**config.mk**
```make
export PLATFORM = sky130hd
export DESIGN_NAME = bus_decoder
export DESIGN_NICKNAME = d
export VERILOG_FILES = /design/src/design/soc_bus_pkg.sv /design/src/design/bus_decoder.sv
export SDC_FILE = /design/constraint.sdc
export NUM_CORES = 1
export LEC_CHECK = 0
export BUFFER_PORTS_ARGS = -buffer_cell sky130_fd_sc_hd__buf_4
export CAP_MARGIN = 30
export CELL_PAD_IN_SITES_DETAIL_PLACEMENT = 1
export CELL_PAD_IN_SITES_GLOBAL_PLACEMENT = 1
export CORE_MARGIN = 4
export CORE_UTILIZATION = 22
export CTS_CLUSTER_SIZE = 20
export DETAILED_ROUTE_END_ITERATION = 8
export HOLD_SLACK_MARGIN = 0.08
export PLACE_DENSITY_LB_ADDON = 0.25
export SYNTH_ARGS = -nofsm -noshare
export SYNTH_HDL_FRONTEND = slang
export SYNTH_SLANG_ARGS = --single-unit
```
**constraint.sdc**
```tcl
create_clock -name clk_i -period 1 [get_ports clk_i]
set_input_delay 0.05 -clock clk_i [delete_from_list [all_inputs] [get_ports clk_i]]
set_output_delay 0.05 -clock clk_i [all_outputs]
set_load 0.03 [all_outputs]
```
**src/design/soc_bus_pkg.sv**
```systemverilog
package soc_bus_pkg;

    parameter int DATA_W    = 32;
    parameter int ADDR_W    = 32;
    parameter int GPIO_W    = 16;
    parameter int RAM_WORDS = 2048;

    // region code from address bits 16:13
    typedef enum logic [3:0] {
        REG_RAM   = 4'd0,
        REG_RSVD  = 4'd1,
        REG_TIMER = 4'd2,
        REG_GPIO0 = 4'd3
    } region_e;

    // timer word offsets, ctrl bit 0 enable, bit 1 irq enable
    typedef enum logic [1:0] {
        TMR_COUNT   = 2'd0,
        TMR_COMPARE = 2'd1,
        TMR_CTRL    = 2'd2
    } timer_reg_e;

    function automatic region_e region_of(input logic [3:0] code, input int banks);
        region_e r;
        r = REG_RSVD;
        if (code == 4'd0) begin
            r = REG_RAM;
        end else if (code == 4'd2) begin
            r = REG_TIMER;
        end else if (int'(code) >= 3 && int'(code) < 3 + banks) begin
            r = REG_GPIO0;
        end
        return r;
    endfunction

    // only meaningful when the region is a GPIO bank
    function automatic logic [3:0] bank_of(input logic [3:0] code);
        return code - 4'd3;
    endfunction

    function automatic logic [DATA_W-1:0] apply_be(input logic [DATA_W-1:0] old_w,
                                                   input logic [DATA_W-1:0] new_w,
                                                   input logic [3:0]        be);
        logic [DATA_W-1:0] res;
        res = old_w;
        for (int i = 0; i < 4; i++) begin
            if (be[i]) begin
                res[8*i +: 8] = new_w[8*i +: 8];
            end
        end
        return res;
    endfunction

endpackage
```
**src/design/bus_decoder.sv**
```systemverilog
`timescale 1ns/10ps

module bus_decoder import soc_bus_pkg::*; #(
    parameter int GPIO_BANKS = 4
) (
    input  logic                  clk_i,
    input  logic                  rst_n_i,
    input  logic                  req_i,
    input  logic                  we_i,
    input  logic [ADDR_W-1:0]     addr_i,
    output logic                  ram_we_o,
    output logic                  timer_we_o,
    output logic [GPIO_BANKS-1:0] gpio_we_o,
    output region_e               rd_region_o,
    output logic [3:0]            rd_bank_o
);

    region_e    region;
    logic [3:0] bank;
    logic       wr;

    assign region = region_of(addr_i[16:13], GPIO_BANKS);
    assign bank   = bank_of(addr_i[16:13]);
    assign wr     = req_i & we_i;

    assign ram_we_o   = wr && (region == REG_RAM);
    assign timer_we_o = wr && (region == REG_TIMER);

    always_comb begin
        for (int b = 0; b < GPIO_BANKS; b++) begin
            gpio_we_o[b] = wr && (region == REG_GPIO0) && (bank == 4'(b));
        end
    end

    // source of the pending read, used by the mux one cycle later
    always_ff @(posedge clk_i or negedge rst_n_i) begin
        if (!rst_n_i) begin
            rd_region_o <= REG_RSVD;
            rd_bank_o   <= '0;
        end else if (req_i) begin
            rd_region_o <= region;
            rd_bank_o   <= (region == REG_GPIO0) ? bank : 4'd0;
        end
    end

endmodule

```
==> results.json <==
{
  "finalPower_uw": 807,
  "wl_mm": 1.54,
  "cts.clk_slew.worst_paths_ns": 0.05,
  "cts-buffers-inserted": 3,
  "crit_path_cell_trace": "buf_8 -> ha_4 -> and2b_2 -> a21oi_4 -> buf_6 -> a211oi_4 -> buf_6",
  "crit_path_start": "addr_i[14]",
  "drtIter0Drc": 1,
  "drt_pass1_iterations": 3,
  "final_cells": 123,
  "syn2layout_area_growth_pct": 83.6,
  "synth_area_leaders": "dfrtp_1 25%, ha_1 13%, dfstp_2 5.3%, inv_1 5.3%, nand3_1 5.0%",
  "r2r_setup_slack_ns": 0.23,
  "reg2regPathDepth": 2,
  "critPathMaxFanout": 5,
  "die_w_um": 55.5,
  "crit_required_ns": 0.95,
  "synth_warnings": 0,
  "timing.rr.start": "rd_region_o[0]$_DFFE_PN1P_",
  "cts_tree": "yes",
  "rows": 16,
  "grtUsageTotal_pct": 10.9,
  "fin_nets": 138,
  "syn_area_um2": 497,
  "grt_max_degree": 9,
  "start_util_pct": 24.3,
  "synth_seq_area_share_pct": 30.5,
  "critPathArrivalTime_ns": 1.10,
  "die_h_um": 55.5,
  "violations": "setup timing",
  "grt_pass1_wl_mm": 2.73,
  "worst-setup-path-type": "input port to primary output",
  "cp-end-kind": "primary output",
  "antenna_found_initial": 0,
  "vias": 531,
  "routabilityCongestion": 0.739,
  "cpMostUsedCell": "buf_6",
  "pwr_density_cell_mw_per_mm2": 885,
  "core_mm2": 0.00204,
  "hpwl_mm": 1.27,
  "holdCritPathClass": "input port to register",
  "multi_input_comb_area_um2": 375,
  "start_kind": "input port",
  "yosys.area.top_type": "dfrtp_1",
  "fin_area_um2": 912,
  "ant_nets": 0,
  "endpoint": "gpio_we_o[2]",
  "fin_util_pct": 44.7,
  "r2r-end": "rd_region_o[0]$_DFFE_PN1P_",
  "drive_above_1_share_pct": 60.4,
  "yosysTopAreaCellShare_pct": 25.2,
  "grt-ovfl-total": 0,
  "rsz0062_at_grt": "yes",
  "max_freq_ghz": 0.868,
  "synth_cell_type_count": 29,
  "min_period_over_period_pct": 115,
  "placed_cell_area_um2": 818,
  "antenna_cells": 0,
  "slowest_stage": "and2b_2",
  "whs_ns": 0.0919,
  "die-area_mm2": 0.00308,
  "ir_drop_uv": 479,
  "worstSkewPairLatency_ns": 0.24,
  "setup_viol": 4,
  "numPortBuffers": 19,
  "max-cap-violations": 0,
  "slew_viol_final": 0,
  "htree_levels": 1,
  "worst_slack_ns": -0.152,
  "synth_seq_cells": 6,
  "fillerInstances": 245,
  "clk_path_buf_depth": 2,
  "grt_pass1_vias": 572,
  "cts_root_buffer": "clkbuf_4",
  "wl_per_cell_um": 12.6,
  "regArea_um2": 151,
  "slowest_delay_ns": 0.29,
  "viasPerCell": 4.32,
  "fin_crit_ns": 1.15,
  "finalHoldViolCount": 0,
  "drcViolationCount": 0,
  "cts_sinks": 6,
  "pin_count": 50,
  "dp.cells": 116,
  "synthCells": 58,
  "skew_ns": 0,
  "leakage_nw": 0.419,
  "status": "complete, but fails checks",
  "syn_avg_cell_area_um2": 8.56,
  "hold_depth": 3
}
## metrics by stage
step | setup TNS (ns) | setup slack, ns
floorplan | -0.0844 | -0.0422
global placement | -1.17 | -0.258
detailed placement | -1.34 | -0.271
CTS | -0.468 | -0.147
global route | -0.704 | -0.195
finish | -0.484 | -0.152
## per-layer routing
layer  up-vias  global-route usage (%)  part of all wire, %
li1        264                       -                    -
met3         0                    3.26                  4.9
met1       254                    13.7                   43
met4         0                    3.13                    0
met5         -                       0                    0
met2        13                    17.7                   52
## logic make-up after synthesis
kind of cell | Yosys count | share of synthesized area (%)
buffers and inverters | 10 | 9.32
and+or+nand+nor | 24 | 27.7
other | 1 | 0.755
DFF | 6 | 30.5
AOI/OAI and AO/OA | 12 | 19.1
adders and majority gates | 5 | 12.6
## worst max-delay path: cells and delay by family
family                   cells  cell delay [ns]
AO/OA/AOI/OAI                2             0.22
AND/OR/NAND/NOR              1             0.29
buffers and inverters        3             0.40
adder cells (fa/ha/maj)      1             0.15
## cell type report
cell class,count,share of cell area (%)
clock buffers,4,2.88
multi-input cells,43,41.2
well taps,27,3.70
flip-flops and latches,6,16.6
inverters,7,2.88
repair buffers,36,32.8
## sequential cells by signal, summed over array words and instances, names as in the netlist
name,cells
rd_bank_o,4
rd_region_o,2
## worst min path at each step
stage | startpoint | end | slack (ns)
global route | req_i | rd_bank_o[3]$_DFFE_PN0P_ | 0.10
finish | req_i | rd_bank_o[3]$_DFFE_PN0P_ | 0.09
detailed placement | rst_n_i | rd_bank_o[2]$_DFFE_PN0P_ | -0.14
global placement | rst_n_i | rd_bank_o[3]$_DFFE_PN0P_ | -0.14
CTS | rst_n_i | rd_bank_o[1]$_DFFE_PN0P_ | 0.13
floorplan | rst_n_i | rd_bank_o[0]$_DFFE_PN0P_ | -0.25
## power by group
part | internal, mW | switching, mW | leakage, nW
combinational | 0.139 | 0.154 | 0.326
sequential | 0.257 | 0.00694 | 0.0785
clock | 0.152 | 0.0984 | 0.0150
total | 0.548 | 0.260 | 0.419
## cell usage in the layout, fill, tap and decap left out, types with 3 or more instances in the layout
cell	netlist	final
buf_4	2	29
inv_1	7	7
nand3_1	5	5
buf_6	0	5
dfrtp_1	5	5
nor2_2	1	3
nor2_1	6	3
clkbuf_4	0	3
## repair_timing
action / CTS / global route
hold buffers: 1 / 0
setup buffers: 2 / 0
hold endpoints to repair: 6 / 0
resized for setup: 8 / 4
pin swaps: 6 / 3
setup endpoints to repair: 5 / 7
## synthesized netlist by cell type, drive strengths merged
| cell type | number |
|---|---|
| a21boi | 1 |
| conb | 1 |
| ha | 5 |
| nand3 | 5 |
| buf | 3 |
| dfrtp | 5 |
| nand2 | 1 |
| o32ai | 1 |
| nand2b | 2 |
| nor2b | 1 |
| and2b | 3 |
| nand4 | 1 |
| nor3b | 1 |
| and3b | 1 |
| or2 | 1 |
| nor2 | 7 |
| o21ai | 2 |
| o22ai | 2 |
| dfstp | 1 |
| a211oi | 3 |
| inv | 7 |
| nor3 | 1 |
| a21oi | 3 |
Power figures use the tool's default switching activity.
