==> config.mk <==
export PLATFORM = sky130hd
export DESIGN_NAME = gpio_bank
export DESIGN_NICKNAME = d
export VERILOG_FILES = /design/src/design/soc_bus_pkg.sv /design/src/design/gpio_bank.sv
export SDC_FILE = /design/constraint.sdc
export NUM_CORES = 1
export LEC_CHECK = 0
export CAP_MARGIN = 20
export CORE_ASPECT_RATIO = 0.6
export CORE_MARGIN = 4
export CORE_UTILIZATION = 30
export CTS_BUF_LIST = sky130_fd_sc_hd__clkbuf_4 sky130_fd_sc_hd__clkbuf_8
export DETAILED_ROUTE_END_ITERATION = 8
export DONT_BUFFER_PORTS = 1
export PLACE_DENSITY = 0.48
export SLEW_MARGIN = 10
export SYNTH_ARGS = -nofsm -noshare
export SYNTH_HDL_FRONTEND = slang
export SYNTH_SLANG_ARGS = --single-unit
==> constraint.sdc <==
create_clock -name clk_i -period 1.3 [get_ports clk_i]
set_input_delay 0.13 -clock clk_i [delete_from_list [all_inputs] [get_ports clk_i]]
set_output_delay 0.13 -clock clk_i [all_outputs]
set_load 0.005 [all_outputs]
==> src/design/soc_bus_pkg.sv <==
package soc_bus_pkg;

    parameter int DATA_W    = 32;
    parameter int ADDR_W    = 32;
    parameter int GPIO_W    = 16;
    parameter int RAM_WORDS = 2048;

    // region code from address bits 16:13
    typedef enum logic [3:0] {
        REG_RAM   = 4'd0,
        REG_RSVD  = 4'd1,
        REG_TIMER = 4'd2,
        REG_GPIO0 = 4'd3
    } region_e;

    // timer word offsets, ctrl bit 0 enable, bit 1 irq enable
    typedef enum logic [1:0] {
        TMR_COUNT   = 2'd0,
        TMR_COMPARE = 2'd1,
        TMR_CTRL    = 2'd2
    } timer_reg_e;

    function automatic region_e region_of(input logic [3:0] code, input int banks);
        region_e r;
        r = REG_RSVD;
        if (code == 4'd0) begin
            r = REG_RAM;
        end else if (code == 4'd2) begin
            r = REG_TIMER;
        end else if (int'(code) >= 3 && int'(code) < 3 + banks) begin
            r = REG_GPIO0;
        end
        return r;
    endfunction

    // only meaningful when the region is a GPIO bank
    function automatic logic [3:0] bank_of(input logic [3:0] code);
        return code - 4'd3;
    endfunction

    function automatic logic [DATA_W-1:0] apply_be(input logic [DATA_W-1:0] old_w,
                                                   input logic [DATA_W-1:0] new_w,
                                                   input logic [3:0]        be);
        logic [DATA_W-1:0] res;
        res = old_w;
        for (int i = 0; i < 4; i++) begin
            if (be[i]) begin
                res[8*i +: 8] = new_w[8*i +: 8];
            end
        end
        return res;
    endfunction

endpackage
==> src/design/gpio_bank.sv <==
`timescale 1ns/10ps

module gpio_bank import soc_bus_pkg::*; (
    input  logic              clk_i,
    input  logic              rst_n_i,
    input  logic              we_i,
    input  logic [3:0]        be_i,
    input  logic [1:0]        addr_i,
    input  logic [DATA_W-1:0] wdata_i,
    input  logic [GPIO_W-1:0] gpio_in_i,
    output logic [DATA_W-1:0] rdata_o,
    output logic [GPIO_W-1:0] gpio_out_o
);

    logic [GPIO_W-1:0] out_q;
    logic [GPIO_W-1:0] in_meta_q;
    logic [GPIO_W-1:0] in_sync_q;
    logic [DATA_W-1:0] out_next;

    // only the low two lanes reach the output register
    assign out_next = apply_be({{(DATA_W-GPIO_W){1'b0}}, out_q}, wdata_i,
                               {2'b00, be_i[1:0]});

    always_ff @(posedge clk_i or negedge rst_n_i) begin
        if (!rst_n_i) begin
            out_q <= '0;
        end else if (we_i && addr_i == 2'd0) begin
            out_q <= out_next[GPIO_W-1:0];
        end
    end

    // two-stage synchronizer on the pins
    always_ff @(posedge clk_i or negedge rst_n_i) begin
        if (!rst_n_i) begin
            in_meta_q <= '0;
            in_sync_q <= '0;
        end else begin
            in_meta_q <= gpio_in_i;
            in_sync_q <= in_meta_q;
        end
    end

    assign gpio_out_o = out_q;

    always_comb begin
        case (addr_i)
            2'd0:    rdata_o = {{(DATA_W-GPIO_W){1'b0}}, out_q};
            2'd1:    rdata_o = {{(DATA_W-GPIO_W){1'b0}}, in_sync_q};
            default: rdata_o = '0;
        endcase
    end

endmodule

==> results of run 1 <==
-- synthesized netlist by cell type --
cell and number:
buf_4 18, buf_6 3, clkbuf_1 1, conb_1 1, dfrtp_1 48, mux2_2 16, mux2i_1 16, nor2_1 16
nor4bb_4 2
-- report_power, final --
group          internal [W]  leakage [nW]  total (W)  switching [W]
sequential          0.00165         0.565    0.00178       0.000129
combinational      0.000218         0.430   0.000354       0.000135
clock              0.000757        0.0642    0.00122       0.000466
total               0.00263          1.06    0.00336       0.000731
-- stage by stage --
| step | total power, W | util |
|---|---|---|
| 6_report | 0.00336 | 0.408 |
| 2_1_floorplan | 0.00204 | - |
| 3_5_place_dp | 0.00206 | 0.323 |
| 4_1_cts | 0.00341 | 0.408 |
| 5_1_grt | 0.00352 | 0.408 |
| 3_3_place_gp | 0.00204 | 0.323 |
-- worst paths after layout --
path	from	endpoint
worst max-delay path	gpio_out_o[14]	rdata_o[14]
max in group asynchronous	rst_n_i	gpio_out_o[5]
worst min register to register	in_meta_q[5]	in_sync_q[5]
worst max register to register	gpio_out_o[14]	gpio_out_o[14]
min in group asynchronous	rst_n_i	gpio_out_o[14]
worst min-delay path	addr_i[0]	gpio_out_o[2]
-- sequential cells by signal (all words and copies together), names as in the netlist --
register / count
in_meta_q: 16
in_sync_q: 16
gpio_out_o: 16
-- metal layers --
layer	track usage	routed length (µm)	vias to the layer above
met5	0	0	-
met4	0.0331	19	0
met3	0.0518	498	2
met2	0.142	1520	62
met1	0.134	1720	495
li1	-	-	438
-- tightest hold or removal path: stages --
cell	delay [ps]
nor4bb_4	30
buf_12	130
mux2_2	210
-- area by class of cell --
class                           count  area, µm²  area share
Sequential cell                    48       1200       0.514
Clock buffer                        5       68.8      0.0294
Tap cell                           80        100      0.0428
Multi-Input combinational cell     66        510       0.218
Clock inverter                      2       60.1      0.0257
Timing Repair Buffer               36        398       0.170
-- cell families after synthesis --
kind of cell           share of synthesized area
muxes                                      0.186
buffers and inverters                     0.0945
DFF                                        0.657
and+or+nand+nor                           0.0602
other                                    0.00205
-- timing repair --
item	4_1_cts	5_1_grt
hold endpoints to repair	80	0
hold buffers	34	0
gates resized for setup	0	0
==> flow_metrics.py, run 1 <==
metrics = {
    "outcome": {
        "status": "complete, no violations",
    },
    "place": {
        "port_buffers": 0,
        "post-place-ws_ps": 207,
        "hpwlAfterDp_mm": 2.52,
        "gp_congestion": 0.617,
        "placedInstanceArea_um2": 1850,
        "placed_cells": 196,
    },
    "floorplan": {
        "core_um2": 5730,
        "die_area_um2": 7450,
        "fp.dieW_um": 109,
        "row_count": 21,
        "start_util": 0.319,
        "ios": 105,
        "die_h_um": 68.5,
    },
    "worst_setup_path": {
        "cp_top_family": "flip-flops",
        "cp_slowest_cell": "dfrtp_1",
        "crit_fanout": 3,
        "cp.required_ps": 1170,
        "r2r_cells": 1,
        "arrival_ps": 950,
        "endpoint_kind": "primary output",
        "max_stage_delay_ps": 430,
        "crit_type": "flip-flop to primary output",
        "rrSetupSlack_ps": 490,
        "start_kind": "flip-flop",
        "worstPathCellList": "mux2i_1 -> nor2_1",
        "crit_cells": 2,
        "path_buf_inv": 0,
    },
    "drt": {
        "wire_per_inst_um": 15.9,
        "drtIter0Drc": 18,
        "wl_mm": 3.76,
        "num_vias": 997,
        "via_per_inst": 4.21,
        "ant_nets": 0,
        "drc": 0,
        "firstDrtPassIters": 2,
    },
    "synthesis": {
        "synthCells": 121,
        "ys_ff_latch": 48,
        "syn_avg_cell_area_um2": 15.1,
        "ys_types": 9,
        "syn_area_um2": 1830,
        "ys_seq_area_frac": 0.657,
        "ys_warn_count": 0,
        "yosysTopAreaCell": "dfrtp_1",
        "synth.top_cell.area_share": 0.657,
        "synthTopCellsByArea": "dfrtp_1 (66%), mux2_2 (9.9%), mux2i_1 (8.8%)",
    },
    "cells_and_area": {
        "finalNetCount": 214,
        "final_common_cell": "dfrtp_1",
        "drive_above_1_share": 0.178,
        "syn_to_final_growth_pct": 27.9,
        "final_cell_area_um2": 2340,
        "antennaDiodeCount": 0,
        "finalNonFillerCells": 237,
        "final_cell_mix": "dfrtp_1 (48), dlygate4sd3_1 (33)",
        "fillCellCount": 537,
    },
    "clock_tree": {
        "cts_root_buf": "clkbuf_8",
        "tritoncts": "yes",
        "clkSinkCount": 48,
        "postCtsSetupBuffers": 0,
        "path_clk_slew_ps": 90,
        "htreeDepth": 2,
        "numCtsBuffers": 5,
        "clock_path_buffers": 2,
        "clk_latency_ps": 290,
    },
    "timing": {
        "fin_skew_ps": 1.47,
        "fin_crit_sh": 0.832,
        "worst_slack_ps": 219,
        "hold_viol": 0,
        "timing.hold.ws_ps": 243,
        "tns_ps": 0,
        "setup_viol": 0,
        "fin_crit_ps": 1080,
        "slew_viol_final": 0,
        "fmax_mhz": 925,
        "rsz0062_at_grt": "false",
    },
    "global_routing": {
        "antenna_found_initial": 0,
        "grt_max_degree": 49,
        "grt_pass1_wl_mm": 5.42,
        "overflow": 0,
        "grt_pass1_vias": 1043,
        "grt_usage": 0.101,
    },
    "job": {
        "drv_cap": 0,
    },
    "pwr": {
        "power.leakage_nw": 1.06,
        "ir_drop_mv": 0.610,
        "cellPowerDensity_nw_per_um2": 1440,
    },
    "worst_hold_path": {
        "hold_path_class": "input port to flip-flop",
        "hold_path_depth": 3,
    },
}
No activity file was read; power rests on OpenSTA's default activity.
==> inputs of run 2 (changes only) <==
--- a/config.mk
+++ b/config.mk
@@ -12,7 +12,7 @@
 export CTS_BUF_LIST = sky130_fd_sc_hd__clkbuf_4 sky130_fd_sc_hd__clkbuf_8
 export DETAILED_ROUTE_END_ITERATION = 8
 export DONT_BUFFER_PORTS = 1
-export PLACE_DENSITY = 0.48
+export PLACE_DENSITY = 0.49
 export SLEW_MARGIN = 10
 export SYNTH_ARGS = -nofsm -noshare
 export SYNTH_HDL_FRONTEND = slang
==> constraint.sdc (replaced) <==
create_clock -name clk_i -period 0.9 [get_ports clk_i]
set_input_delay 0.09 -clock clk_i [delete_from_list [all_inputs] [get_ports clk_i]]
set_output_delay 0.09 -clock clk_i [all_outputs]
set_load 0.005 [all_outputs]
==> run 2 against run 1 <==
Net effect:
- the flow now finishes with violations (negative hold slack, negative setup slack)
- die area stayed put
- via count down 4.6%
- sequential power rose by 45%
- worst hold slack got worse by 770 ps
- register-to-register slack worse by 420 ps
- first-iteration DRC count up 130%
- clock skew grew 5.5 ps
- setup slack got worse by 380 ps
- utilization rose by 0.17 points
- power up 39%
- cell area rose by 0.43%
- clock power up 25%
- largest cell class unchanged
- largest power group unchanged
- highest routed layer unchanged
==> flow_metrics.py, run 2 (synthesis results as in run 1) <==
metrics = {
    "cells_and_area": {
        "drive_above_1_share": 0.210,
        "final_util": 0.410,
        "final_cell_mix": "dfrtp_1 (48), dlygate4sd3_1 (32), mux2i_1 (16), mux2_4 (16), conb_1 (16)",
        "finalNetCount": 213,
        "antennaDiodeCount": 0,
        "final_common_cell": "dfrtp_1",
        "syn_to_final_growth_pct": 28.5,
    },
    "clock_tree": {
        "hold_buffers": 32,
        "clk_latency_ps": 300,
        "htreeDepth": 2,
        "clkSinkCount": 48,
        "path_clk_slew_ps": 90,
        "clock_path_buffers": 2,
        "tritoncts": "yes",
        "numCtsBuffers": 5,
        "cts_root_buf": "clkbuf_8",
    },
    "worst_setup_path": {
        "crit_fanout": 3,
        "start_kind": "flip-flop",
        "cp.required_ps": 810,
        "arrival_ps": 970,
        "rrSetupSlack_ps": 70,
        "crit_type": "flip-flop to primary output",
        "endpoint_kind": "primary output",
    },
    "drt": {
        "drtIter0Drc": 42,
        "route.met2.wl_mm": 1.67,
        "drc": 0,
        "wl_mm": 3.68,
        "num_vias": 951,
        "firstDrtPassIters": 3,
        "ant_nets": 0,
        "highest_layer": "met4",
        "wl_met1_mm": 1.56,
        "wl_met3_um": 419,
        "via_per_inst": 4.01,
        "wire_per_inst_um": 15.5,
    },
    "job": {
        "drv_cap": 0,
    },
    "outcome": {
        "violations": "negative hold slack, negative setup slack",
        "status": "finished with violations",
    },
    "timing": {
        "rsz0062_at_grt": "true",
        "fmax_mhz": 940,
        "hold_viol": 48,
        "tns_ps": -2040,
        "worst_slack_ps": -164,
        "fin_crit_ps": 1060,
        "timing.hold.ws_ps": -526,
        "slew_viol_final": 0,
        "setup_viol": 16,
        "fin_skew_ps": 6.93,
        "fin_crit_sh": 1.18,
    },
    "floorplan": {
        "start_util": 0.319,
        "core_um2": 5730,
        "row_count": 21,
        "die_h_um": 68.5,
        "ios": 105,
        "fp.dieW_um": 109,
        "die_area_um2": 7450,
    },
    "global_routing": {
        "antenna_found_initial": 0,
        "grt_usage": 0.103,
        "grt_pass1_vias": 1004,
        "overflow": 0,
        "grt_max_degree": 49,
        "grt_pass1_wl_mm": 5.45,
    },
    "place": {
        "gp_congestion": 0.656,
        "port_buffers": 0,
    },
    "worst_hold_path": {
        "hold_path_class": "input port to async pin",
    },
    "pwr": {
        "ir_drop_mv": 0.735,
        "cellPowerDensity_nw_per_um2": 1990,
        "power.leakage_nw": 1.08,
    },
}
run 2: cell types whose count changed in the layout (fill, tap and decap cells not counted):
cell	previous run	this run
mux2_2	16	0
mux2_4	0	16
nor2_1	16	12
nor2_2	0	4
buf_4	0	2
buf_12	2	1
buf_16	1	0
bufinv_16	2	1
clkinv_2	0	1
clkinvlp_4	0	1
dlygate4sd3_1	33	32
run 2: per-stage QoR:
step                cell area, µm²  setup slack, ps  instances  power [W]
floorplan                     1960             -178        136    0.00305
global placement              1910             -135        197    0.00305
detailed placement            1910             -146        197    0.00307
CTS                           2340             -188        237    0.00473
global route                  2350             -243        237    0.00493
finish                        2350             -164        237    0.00467
run 2: area by class of cell:
class | instances | area (µm²)
clock buffers | 5 | 68.8
clock inverters | 3 | 42.5
fillers | 545 | 3380
multi-input cells | 66 | 581
flip-flops and latches | 48 | 1200
well taps | 80 | 100
repair buffers | 35 | 355
run 2: repair_timing:
item	4_1_cts	5_1_grt
setup endpoints to repair	16	16
resized for setup	1	3
setup buffers	0	0
endpoints found under the hold margin	80	48
run 2: worst paths after layout:
kind	from	endpoint	cells after the start
min in group clk_i	addr_i[1]	gpio_out_o[3]	3
worst min register to register	in_meta_q[13]	in_sync_q[13]	0
max in group asynchronous	rst_n_i	in_sync_q[2]	0
worst min-delay path	rst_n_i	in_meta_q[10]	0
worst max-delay path	gpio_out_o[8]	rdata_o[8]	2
worst max register to register	gpio_out_o[8]	gpio_out_o[8]	1
run 2: power by group:
part | total (W) | leakage (nW) | internal, W | switching, W
Combinational | 0.000556 | 0.465 | 0.000389 | 0.000167
Sequential | 0.00258 | 0.565 | 0.00239 | 0.000198
Clock | 0.00153 | 0.0541 | 0.000822 | 0.000709
run 2: worst max-delay path, stage by stage (launching register included):
cell and delay [ps]:
dfrtp_1 430, mux2i_1 160, nor2_1 90
run 2: routing by layer:
| layer | track usage | up-vias |
|---|---|---|
| li1 | - | 434 |
| met1 | 0.125 | 461 |
| met2 | 0.158 | 52 |
| met3 | 0.0575 | 4 |
| met4 | 0.0331 | 0 |
| met5 | 0 | - |
