==> src/design/soc_bus_pkg.sv <==
package soc_bus_pkg;

    parameter int DATA_W    = 32;
    parameter int ADDR_W    = 32;
    parameter int GPIO_W    = 16;
    parameter int RAM_WORDS = 2048;

    // region code from address bits 16:13
    typedef enum logic [3:0] {
        REG_RAM   = 4'd0,
        REG_RSVD  = 4'd1,
        REG_TIMER = 4'd2,
        REG_GPIO0 = 4'd3
    } region_e;

    // timer word offsets, ctrl bit 0 enable, bit 1 irq enable
    typedef enum logic [1:0] {
        TMR_COUNT   = 2'd0,
        TMR_COMPARE = 2'd1,
        TMR_CTRL    = 2'd2
    } timer_reg_e;

    function automatic region_e region_of(input logic [3:0] code, input int banks);
        region_e r;
        r = REG_RSVD;
        if (code == 4'd0) begin
            r = REG_RAM;
        end else if (code == 4'd2) begin
            r = REG_TIMER;
        end else if (int'(code) >= 3 && int'(code) < 3 + banks) begin
            r = REG_GPIO0;
        end
        return r;
    endfunction

    // only meaningful when the region is a GPIO bank
    function automatic logic [3:0] bank_of(input logic [3:0] code);
        return code - 4'd3;
    endfunction

    function automatic logic [DATA_W-1:0] apply_be(input logic [DATA_W-1:0] old_w,
                                                   input logic [DATA_W-1:0] new_w,
                                                   input logic [3:0]        be);
        logic [DATA_W-1:0] res;
        res = old_w;
        for (int i = 0; i < 4; i++) begin
            if (be[i]) begin
                res[8*i +: 8] = new_w[8*i +: 8];
            end
        end
        return res;
    endfunction

endpackage
==> src/design/bus_timer.sv <==
`timescale 1ns/10ps

module bus_timer import soc_bus_pkg::*; (
    input  logic              clk_i,
    input  logic              rst_n_i,
    input  logic              we_i,
    input  logic [3:0]        be_i,
    input  logic [1:0]        addr_i,
    input  logic [DATA_W-1:0] wdata_i,
    input  logic              irq_ack_i,
    output logic [DATA_W-1:0] rdata_o,
    output logic              irq_o
);

    timer_reg_e        sel;
    logic [DATA_W-1:0] count_q;
    logic [DATA_W-1:0] compare_q;
    logic [1:0]        ctrl_q;
    logic [DATA_W-1:0] ctrl_next;
    logic              match;

    assign sel       = timer_reg_e'(addr_i);
    assign ctrl_next = apply_be({{(DATA_W-2){1'b0}}, ctrl_q}, wdata_i, be_i);
    assign match     = ctrl_q[1] && (count_q == compare_q);

    always_ff @(posedge clk_i or negedge rst_n_i) begin
        if (!rst_n_i) begin
            count_q   <= '0;
            compare_q <= '0;
            ctrl_q    <= '0;
        end else begin
            // bus write to count wins over the increment
            if (we_i && sel == TMR_COUNT) begin
                count_q <= apply_be(count_q, wdata_i, be_i);
            end else if (ctrl_q[0]) begin
                count_q <= count_q + 1'b1;
            end
            if (we_i && sel == TMR_COMPARE) begin
                compare_q <= apply_be(compare_q, wdata_i, be_i);
            end
            if (we_i && sel == TMR_CTRL) begin
                ctrl_q <= ctrl_next[1:0];
            end
        end
    end

    // sticky irq, ack beats a fresh match
    always_ff @(posedge clk_i or negedge rst_n_i) begin
        if (!rst_n_i) begin
            irq_o <= 1'b0;
        end else if (irq_ack_i) begin
            irq_o <= 1'b0;
        end else if (match) begin
            irq_o <= 1'b1;
        end
    end

    always_comb begin
        case (sel)
            TMR_COUNT:   rdata_o = count_q;
            TMR_COMPARE: rdata_o = compare_q;
            TMR_CTRL:    rdata_o = {{(DATA_W-2){1'b0}}, ctrl_q};
            default:     rdata_o = '0;
        endcase
    end

endmodule

==> config.mk <==
export PLATFORM = sky130hd
export DESIGN_NAME = bus_timer
export DESIGN_NICKNAME = d
export VERILOG_FILES = /design/src/design/soc_bus_pkg.sv /design/src/design/bus_timer.sv
export SDC_FILE = /design/constraint.sdc
export NUM_CORES = 1
export LEC_CHECK = 0
export BUFFER_PORTS_ARGS = -buffer_cell sky130_fd_sc_hd__buf_2
export CAP_MARGIN = 10
export CORE_AREA = 2 2 89 91
export CTS_CLUSTER_SIZE = 40
export DETAILED_ROUTE_END_ITERATION = 10
export DIE_AREA = 0 0 91 93
export HOLD_SLACK_MARGIN = 0.1
export PLACE_DENSITY = 0.8
export SLEW_MARGIN = 5
export SYNTH_ARGS = -nofsm -noshare
export SYNTH_HDL_FRONTEND = slang
export SYNTH_SLANG_ARGS = --single-unit
==> constraint.sdc <==
create_clock -name clk_i -period 2.09 [get_ports clk_i]
set_input_delay 0 -clock clk_i [delete_from_list [all_inputs] [get_ports clk_i]]
set_output_delay 0 -clock clk_i [all_outputs]
set_load 0.01 [all_outputs]
==> impl_metrics.toml, run 1 <==
[timing]
hold_violations = 0
clock_skew_ns = 0.00981
rsz0062_at_grt = "false"
timing.setup.tns_ns = 0
period_minus_slack_ns = 1.97
fmax_ghz = 0.507
finalCritPeriodShare = 0.943
slew_headroom = 0.685
final-setup-viol-count = 0
slew_violations = 0
tightest_slew_ns = 0.470

[placed_design]
portBuffers = 74
routabilityCongestion = 0.945
hpwlAfterDp_microns = 8480

[critical_path]
worst-setup-path-type = "reg2reg"
slowest_stage = "dfrtp_1"
worst-r2r-cell-count = 5
max_stage_delay_ns = 0.48
path_cells = "and4_4 -> nand3_1 -> nor3_2 -> a211oi_1 -> a311oi_1"
cp.required_ns = 2.31
critPathLaunchType = "register"
path_max_fanout = 8
crit_arrival_ns = 2.20
crit_path_end_kind = "register"

[logic_synthesis]
synth_edf_count = 0
synthTopCellsByCount = "67 x dfrtp_1, 59 x nor2_1, 35 x mux2i_1"
synth_nets = 477
synth_area_leaders = "dfrtp_1 40%, mux2_2 9.1%, mux2i_1 8.3%, nor2_1 5.3%, xnor2_1 4.8%"
ys_seq_area_frac = 0.399
synth_top_flop_cell = "dfrtp_1"
yosys_register_bits = 67
synth_top_cell_by_area = "dfrtp_1"
synth.distinct_cells = 52
syn_area_per_cell_sq_um = 9.68
ys_warn_count = 0
syn-cell-area_sq_um = 4200
yosysMostFrequentCell = "dfrtp_1"
ys_async_sr_fraction = 1.00
synthCells = 434
synth_top_area_frac = 0.399

[power_and_ir_drop]
power.net_switching_mw = 1.86
pwr_density_cell_nw_per_um2 = 937
sw_frac_of_total = 0.378
peakVddDrop_v = 0.000664
seq_power_share = 0.410
leakage_nw = 2.34
p_comb_frac = 0.372
p_clk_frac = 0.218
p_int_mw = 3.07

[clock_tree]
clockBufferDepth = 2
htreeDepth = 3
cts_num_sinks = 67
clock-root-buffer = "clkbuf_8"
postCtsSetupBuffers = 0
cts_tree = "done"
clk_pin_slew_ns = 0.07
cts_buffers = 9
clk_latency_ns = 0.35

[floorplanning]
start_util = 0.558
ios = 75
dieArea_sq_um = 8460
design.core.area_sq_um = 7530
row_count = 32
die_w_microns = 91
die_h_microns = 93

[cells_and_area]
syn_to_final_growth_pct = 25.2
multi_input_area_sq_um = 2410
layout-drive-gt1-share = 0.277
seq_area_sq_um = 1680
antennaDiodeCount = 0
nets = 586
fin_util = 0.699
n_fill_cell = 598

[route]
drt_wl_total_microns = 11900
drtPass1Iterations = 6
wl_per_cell_microns = 18.4
viasPerCell = 6.05
antenna_left = 0
drt-initial-drc-count = 316
dr_total_vias = 3930
drc_errors = 0

[global_route]
grt_max_degree = 68
grt_first_pass_wirelength_microns = 19300
grt_pass1_vias = 3812
grt_usage = 0.290
antenna_found_initial = 0
grt-ovfl-total = 0

[worst_hold_path]
hold_class = "in2reg"
hold_path_depth = 3

[status]
status = "finished, final reports clean"

[run]
maxCapViolations = 0
==> layout by cell type (no fill, tap or decap), drive strengths merged, types with 2 or more instances in the layout <==
master       count
o22ai            4
xor2             9
and3            10
a211oi          12
clkbuf          14
nor2            59
o32ai            2
nor4             6
xnor2           23
nor3            15
dlygate4sd3     34
nor4b            2
buf             92
nand4           16
o21ai            6
nand2           26
and4             6
nand2b           2
a21oi           15
a311oi           9
a211o            3
mux2            34
o22a             2
o21a             2
or3              2
nand3           12
o221a            4
or3b             2
and2             6
mux2i           35
dfrtp           67
==> routing by layer <==
metal  up-vias  GRT usage  share of wire
met5         -          0              0
met4         0      0.110          0.019
met3        21     0.0459          0.081
met1      1890      0.401           0.43
met2       189      0.462           0.47
li1       1830          -              -
==> registers in the layout (all words and copies together) (netlist names) <==
name and count:
compare_q 32, count_q 32, ctrl_q 2, irq_o 1
==> kinds of logic (layout without fill, tap and decap cells) <==
kind of cell               after synthesis  in the layout  synth area share
xor gates and xnor gates                32             32            0.0667
DFF                                     67             67             0.399
buffers and inverters                   29            143            0.0292
adders and majority gates                1              1           0.00298
AOI/OAI and AO/OA                       68             68             0.118
muxes                                   69             69             0.174
and+or+nand+nor                        168            168             0.209
==> worst paths after layout <==
kind | slack, ns | to | startpoint
setup / recovery | 0.12 | count_q[27]$_DFFE_PN0P_ | count_q[2]$_DFFE_PN0P_
hold / removal | 0.13 | ctrl_q[0]$_DFFE_PN0P_ | we_i
setup reg to reg | 0.12 | count_q[27]$_DFFE_PN0P_ | count_q[2]$_DFFE_PN0P_
hold reg to reg | 0.55 | irq_o$_DFFE_PN0P_ | irq_o$_DFFE_PN0P_
max in group asynchronous | 1.60 | count_q[18]$_DFFE_PN0P_ | rst_n_i
min in group asynchronous | 0.21 | compare_q[4]$_DFFE_PN0P_ | rst_n_i
==> what timing repair did <==
action | CTS | global route
endpoints found under the hold margin | 134 | 0
hold buffers | 34 | 0
setup endpoints to repair | 0 | 1
gates resized for setup | 0 | 1
==> power by group through the flow <==
stage	clock network [mW]	registers (mW)	logic [mW]
global route	1.13	2.07	1.98
CTS	1.07	2.01	1.81
global placement	0	2.01	1.73
floorplan	0	1.89	1.27
detailed placement	0	2.04	1.76
finish	1.07	2.02	1.83
==> critical path: cells and delay by family (launching register included) <==
kind,cells,cell delay (ns)
compound gates,2,0.44
simple gates,3,0.93
flops,1,0.48
==> through the flow <==
stage | instance area (sq um) | hold slack, ns | power, mW | instances | setup slack [ns]
floorplan | 4200 | -0.296 | 3.16 | 434 | 0.329
global placement | 4730 | 0.0483 | 3.74 | 600 | 0.285
detailed placement | 4730 | 0.0514 | 3.79 | 600 | 0.219
CTS | 5260 | 0.109 | 4.90 | 650 | 0.180
global route | 5260 | 0.135 | 5.19 | 650 | 0.0357
finish | 5260 | 0.128 | 4.93 | 650 | 0.118
==> area by class of cell <==
cell class | instances | share of cell area
Inverter | 1 | 0.000713
Sequential cell | 67 | 0.319
Timing Repair Buffer | 126 | 0.163
Clock buffer | 14 | 0.0290
Clock inverter | 2 | 0.00666
Multi-Input combinational cell | 338 | 0.458
Tap cell | 102 | 0.0242
No activity file was read; power rests on OpenSTA's default activity.
==> run 2, diff against run 1 <==
REMOVE_ABC_BUFFERS = 1   (was default)
==> impl_metrics.toml, run 2 (synthesized netlist as in run 1, its figures left out) <==
[floorplanning]
start_util = 0.558
design.core.area_sq_um = 7530
ios = 75
die_w_microns = 91
dieArea_sq_um = 8460
row_count = 32
die_h_microns = 93

[clock_tree]
clk_pin_slew_ns = 0.07
postCtsSetupBuffers = 0
cts_buffers = 9
cts_num_sinks = 67
cts_tree = "done"
clockBufferDepth = 2
clk_latency_ns = 0.35
htreeDepth = 3
clock-root-buffer = "clkbuf_8"

[route]
dr.max_layer_used = "met4"
drtPass1Iterations = 6
drc_errors = 0
wl_met1_microns = 5150
drt-initial-drc-count = 298
dr_total_vias = 4080
routed-wl-met2_microns = 6100
drt_wl_total_microns = 12500
antenna_left = 0
wl_per_cell_microns = 19.2
viasPerCell = 6.27
wl_met3_microns = 907

[power_and_ir_drop]
leakage_nw = 2.35
peakVddDrop_v = 0.000724
pwr_density_cell_nw_per_um2 = 959

[cells_and_area]
nets = 587
layout-drive-gt1-share = 0.281
layout_common_cells = "74 x buf_2, 67 x dfrtp_1, 59 x nor2_1"
top_regs = "compare_q x32, count_q x32, ctrl_q x2"
antennaDiodeCount = 0
syn_to_final_growth_pct = 25.7
final_common_cell = "buf_2"

[placed_design]
hpwlAfterDp_microns = 8580
portBuffers = 74
routabilityCongestion = 0.922

[global_route]
grt_first_pass_wirelength_microns = 19900
grt-ovfl-total = 0
grt_usage = 0.298
grt_max_degree = 36
grt_pass1_vias = 3951
antenna_found_initial = 0

[status]
status = "finished, final reports clean"

[run]
maxCapViolations = 0

[timing]
slew_violations = 0
slew_headroom = 0.574
hold_violations = 0
tightest_slew_ns = 0.638
rsz0062_at_grt = "false"
period_minus_slack_ns = 1.94
fmax_ghz = 0.516
final-setup-viol-count = 0
holdWs_ns = 0.113
timing.setup.tns_ns = 0
finalCritPeriodShare = 0.927
clock_skew_ns = 0.00709

[critical_path]
crit_path_end_kind = "register"
path_max_fanout = 12
worst-setup-path-type = "reg2reg"
crit_arrival_ns = 2.16
cp.required_ns = 2.31
critPathLaunchType = "register"

[worst_hold_path]
hold_class = "in2reg"
run 2: cell types whose count changed in the layout (fill, tap and decap cells not counted):
cell,before,now
clkbuf_1,4,2
clkinvlp_4,0,1
clkinv_2,1,2
clkbuf_8,10,9
buf_12,1,0
bufinv_16,1,2
buf_4,17,18
dlygate4sd3_1,34,35
run 2: cell type report:
class / count / area, sq um
clock buffer: 11 / 131
tap: 102 / 128
timing repair buffer: 127 / 856
fill: 623 / 2240
inverter: 1 / 3.75
multi-input combinational: 338 / 2410
clock inverter: 5 / 77.6
sequential: 67 / 1680
run 2: final timing paths:
kind	from	endpoint	slack, ns	cells after the start
max	count_q[8]$_DFFE_PN0P_	count_q[26]$_DFFE_PN0P_	0.15	6
min	be_i[0]	ctrl_q[0]$_DFFE_PN0P_	0.11	3
max reg2reg	count_q[8]$_DFFE_PN0P_	count_q[26]$_DFFE_PN0P_	0.15	6
min reg2reg	irq_o$_DFFE_PN0P_	irq_o$_DFFE_PN0P_	0.54	2
max in group asynchronous	rst_n_i	compare_q[1]$_DFFE_PN0P_	1.01	3
min in group asynchronous	rst_n_i	count_q[29]$_DFFE_PN0P_	0.22	3
run 2: power by group:
group          switching [mW]  internal, mW  total [mW]  leakage (nW)
logic                   0.978         0.862        1.84          1.46
clock network           0.521         0.669        1.19         0.103
registers               0.422          1.62        2.04         0.788
total                    1.92          3.15        5.07          2.35
run 2: worst max-delay path, cell delays in order (launching register included):
cell	delay (ns)
dfrtp_1	0.53
and4_1	0.31
nand4_2	0.20
nor3_2	0.14
buf_4	0.21
mux2i_1	0.30
a21oi_1	0.11
run 2: per-layer routing:
| layer | track usage | vias up |
|---|---|---|
| met5 | 0 | - |
| met4 | 0.126 | 0 |
| met3 | 0.0379 | 30 |
| met2 | 0.499 | 214 |
| met1 | 0.392 | 2007 |
| li1 | - | 1829 |
run 2: stage by stage:
step           instances  worst slack [ns]   util  area [sq um]  power [mW]
2_1_floorplan        406             0.272      -          4080        3.08
3_3_place_gp         600             0.230  0.627          4720        3.73
3_5_place_dp         600             0.196  0.627          4720        3.78
4_1_cts              651             0.165  0.701          5280        5.03
5_1_grt              651            0.0296  0.702          5280        5.30
6_report             651             0.152  0.702          5280        5.07
run 2: timing repair:
action,CTS,global route
hold buffers,35,0
setup endpoints to repair,0,1
gates resized for setup,0,1
endpoints found under the hold margin,134,0
==> run 3, diff against run 2 <==
PLACE_DENSITY = 0.79   (was 0.8)
==> impl_metrics.toml, run 3 (synthesized netlist as in run 1, its figures left out) <==
[status]
status = "finished, final reports clean"

[route]
wl_per_cell_microns = 19.1
drt_wl_total_microns = 12500
drtPass1Iterations = 5
dr_total_vias = 4022
viasPerCell = 6.18
drc_errors = 0
antenna_left = 0
drt-initial-drc-count = 275

[floorplanning]
start_util = 0.558
row_count = 32
design.core.area_sq_um = 7530
die_h_microns = 93
ios = 75
dieArea_sq_um = 8460
die_w_microns = 91

[cells_and_area]
n_fill_cell = 599
layout_common_cells = "74 x buf_2, 67 x dfrtp_1, 59 x nor2_1"
final_area_sq_um = 5310
syn_to_final_growth_pct = 26.3
final_common_cell = "buf_2"
finalNonFillerCells = 651
nets = 587
top_regs = "compare_q x32, count_q x32, ctrl_q x2"
layout-drive-gt1-share = 0.282
antennaDiodeCount = 0
fin_util = 0.705

[critical_path]
cpLargestDelayFamily = "buffers and inverters"
cp.required_ns = 2.32
path_cells = "dlygate4sd3_1 -> buf_2 -> or3b_1 -> buf_4 -> and2_1 -> a32o_1 -> a21oi_1 -> a211oi_1"
max_stage_delay_ns = 0.52
critPathLaunchType = "primary input"
path_max_fanout = 10
worst-setup-path-type = "in2reg"
path_buf_inv = 3
crit_arrival_ns = 2.14
crit_path_end_kind = "register"
slowest_stage = "dlygate4sd3_1"

[clock_tree]
htreeDepth = 3
cts_tree = "done"
cts_num_sinks = 67
cts_buffers = 9
clockBufferDepth = 2
clk_latency_ns = 0.37
post_cts_resized = 0
clk_pin_slew_ns = 0.08
clock-root-buffer = "clkbuf_8"
postCtsSetupBuffers = 0

[worst_hold_path]
hold_class = "in2reg"

[timing]
setup_ws_ns = 0.181
slew_violations = 0
holdWs_ns = 0.111
hold_violations = 0
finalCritPeriodShare = 0.913
clock_skew_ns = 0.0101
slew_headroom = 0.587
final-setup-viol-count = 0
rsz0062_at_grt = "false"
timing.setup.tns_ns = 0
fmax_ghz = 0.524
tightest_slew_ns = 0.619
period_minus_slack_ns = 1.91

[placed_design]
hpwlAfterDp_microns = 8640
routabilityCongestion = 0.906
dp_cells = 600
placedInstanceArea_sq_um = 4730
portBuffers = 74
place_ws_ns = 0.271

[global_route]
antenna_found_initial = 0
grt-ovfl-total = 0
grt_max_degree = 44
grt_first_pass_wirelength_microns = 20000
grt_usage = 0.302
grt_pass1_vias = 3915

[power_and_ir_drop]
peakVddDrop_v = 0.000691
leakage_nw = 2.36
power_mw = 5.14
pwr_density_cell_nw_per_um2 = 968

[run]
maxCapViolations = 0
## run 3: where the power goes
| part | total, mW | internal, mW | switching, mW |
|---|---|---|---|
| sequential | 2.02 | 1.61 | 0.405 |
| clock | 1.26 | 0.704 | 0.556 |
| combinational | 1.86 | 0.875 | 0.982 |
| total | 5.14 | 3.19 | 1.94 |
## run 3: path summary, 6_finish.rpt
check                                  startpoint                   endpoint  slack, ns  depth (start not counted)
setup reg to reg           count_q[8]$_DFFE_PN0P_    count_q[21]$_DFFE_PN0P_       0.21                          5
min in group asynchronous                 rst_n_i  compare_q[11]$_DFFE_PN0P_       0.17                          2
max in group asynchronous                 rst_n_i  compare_q[25]$_DFFE_PN0P_       1.25                          3
hold reg to reg                 irq_o$_DFFE_PN0P_          irq_o$_DFFE_PN0P_       0.54                          2
setup / recovery                             we_i    count_q[29]$_DFFE_PN0P_       0.18                          8
hold / removal                            be_i[0]      ctrl_q[0]$_DFFE_PN0P_       0.11                          3
## run 3: metal layers
metal	wire [microns]	global-route usage	up-vias	part of all wire
met5	0	0	-	0
met4	408	0.130	0	0.033
met3	880	0.0467	36	0.071
met2	5940	0.495	215	0.48
met1	5230	0.401	1931	0.42
li1	-	-	1840	-
## run 3: area by class of cell
type	instances	area, sq um	area share
Clock inverter	6	88.8	0.0167
Multi-Input combinational cell	338	2400	0.453
Timing Repair Buffer	127	868	0.164
Clock buffer	10	138	0.0259
Inverter	1	3.75	0.000707
Sequential cell	67	1680	0.316
Tap cell	102	128	0.0241
## run 3: worst register-to-register path, stage by stage (launching register included)
cell	delay, ns
dfrtp_1	0.52
and4_1	0.31
nand4_2	0.19
nor3_1	0.38
a211oi_1	0.13
a311oi_1	0.25
## run 3: timing repair
item	4_1_cts	5_1_grt
endpoints found under the hold margin	91	0
endpoints found under the setup margin	0	0
hold buffers	35	0
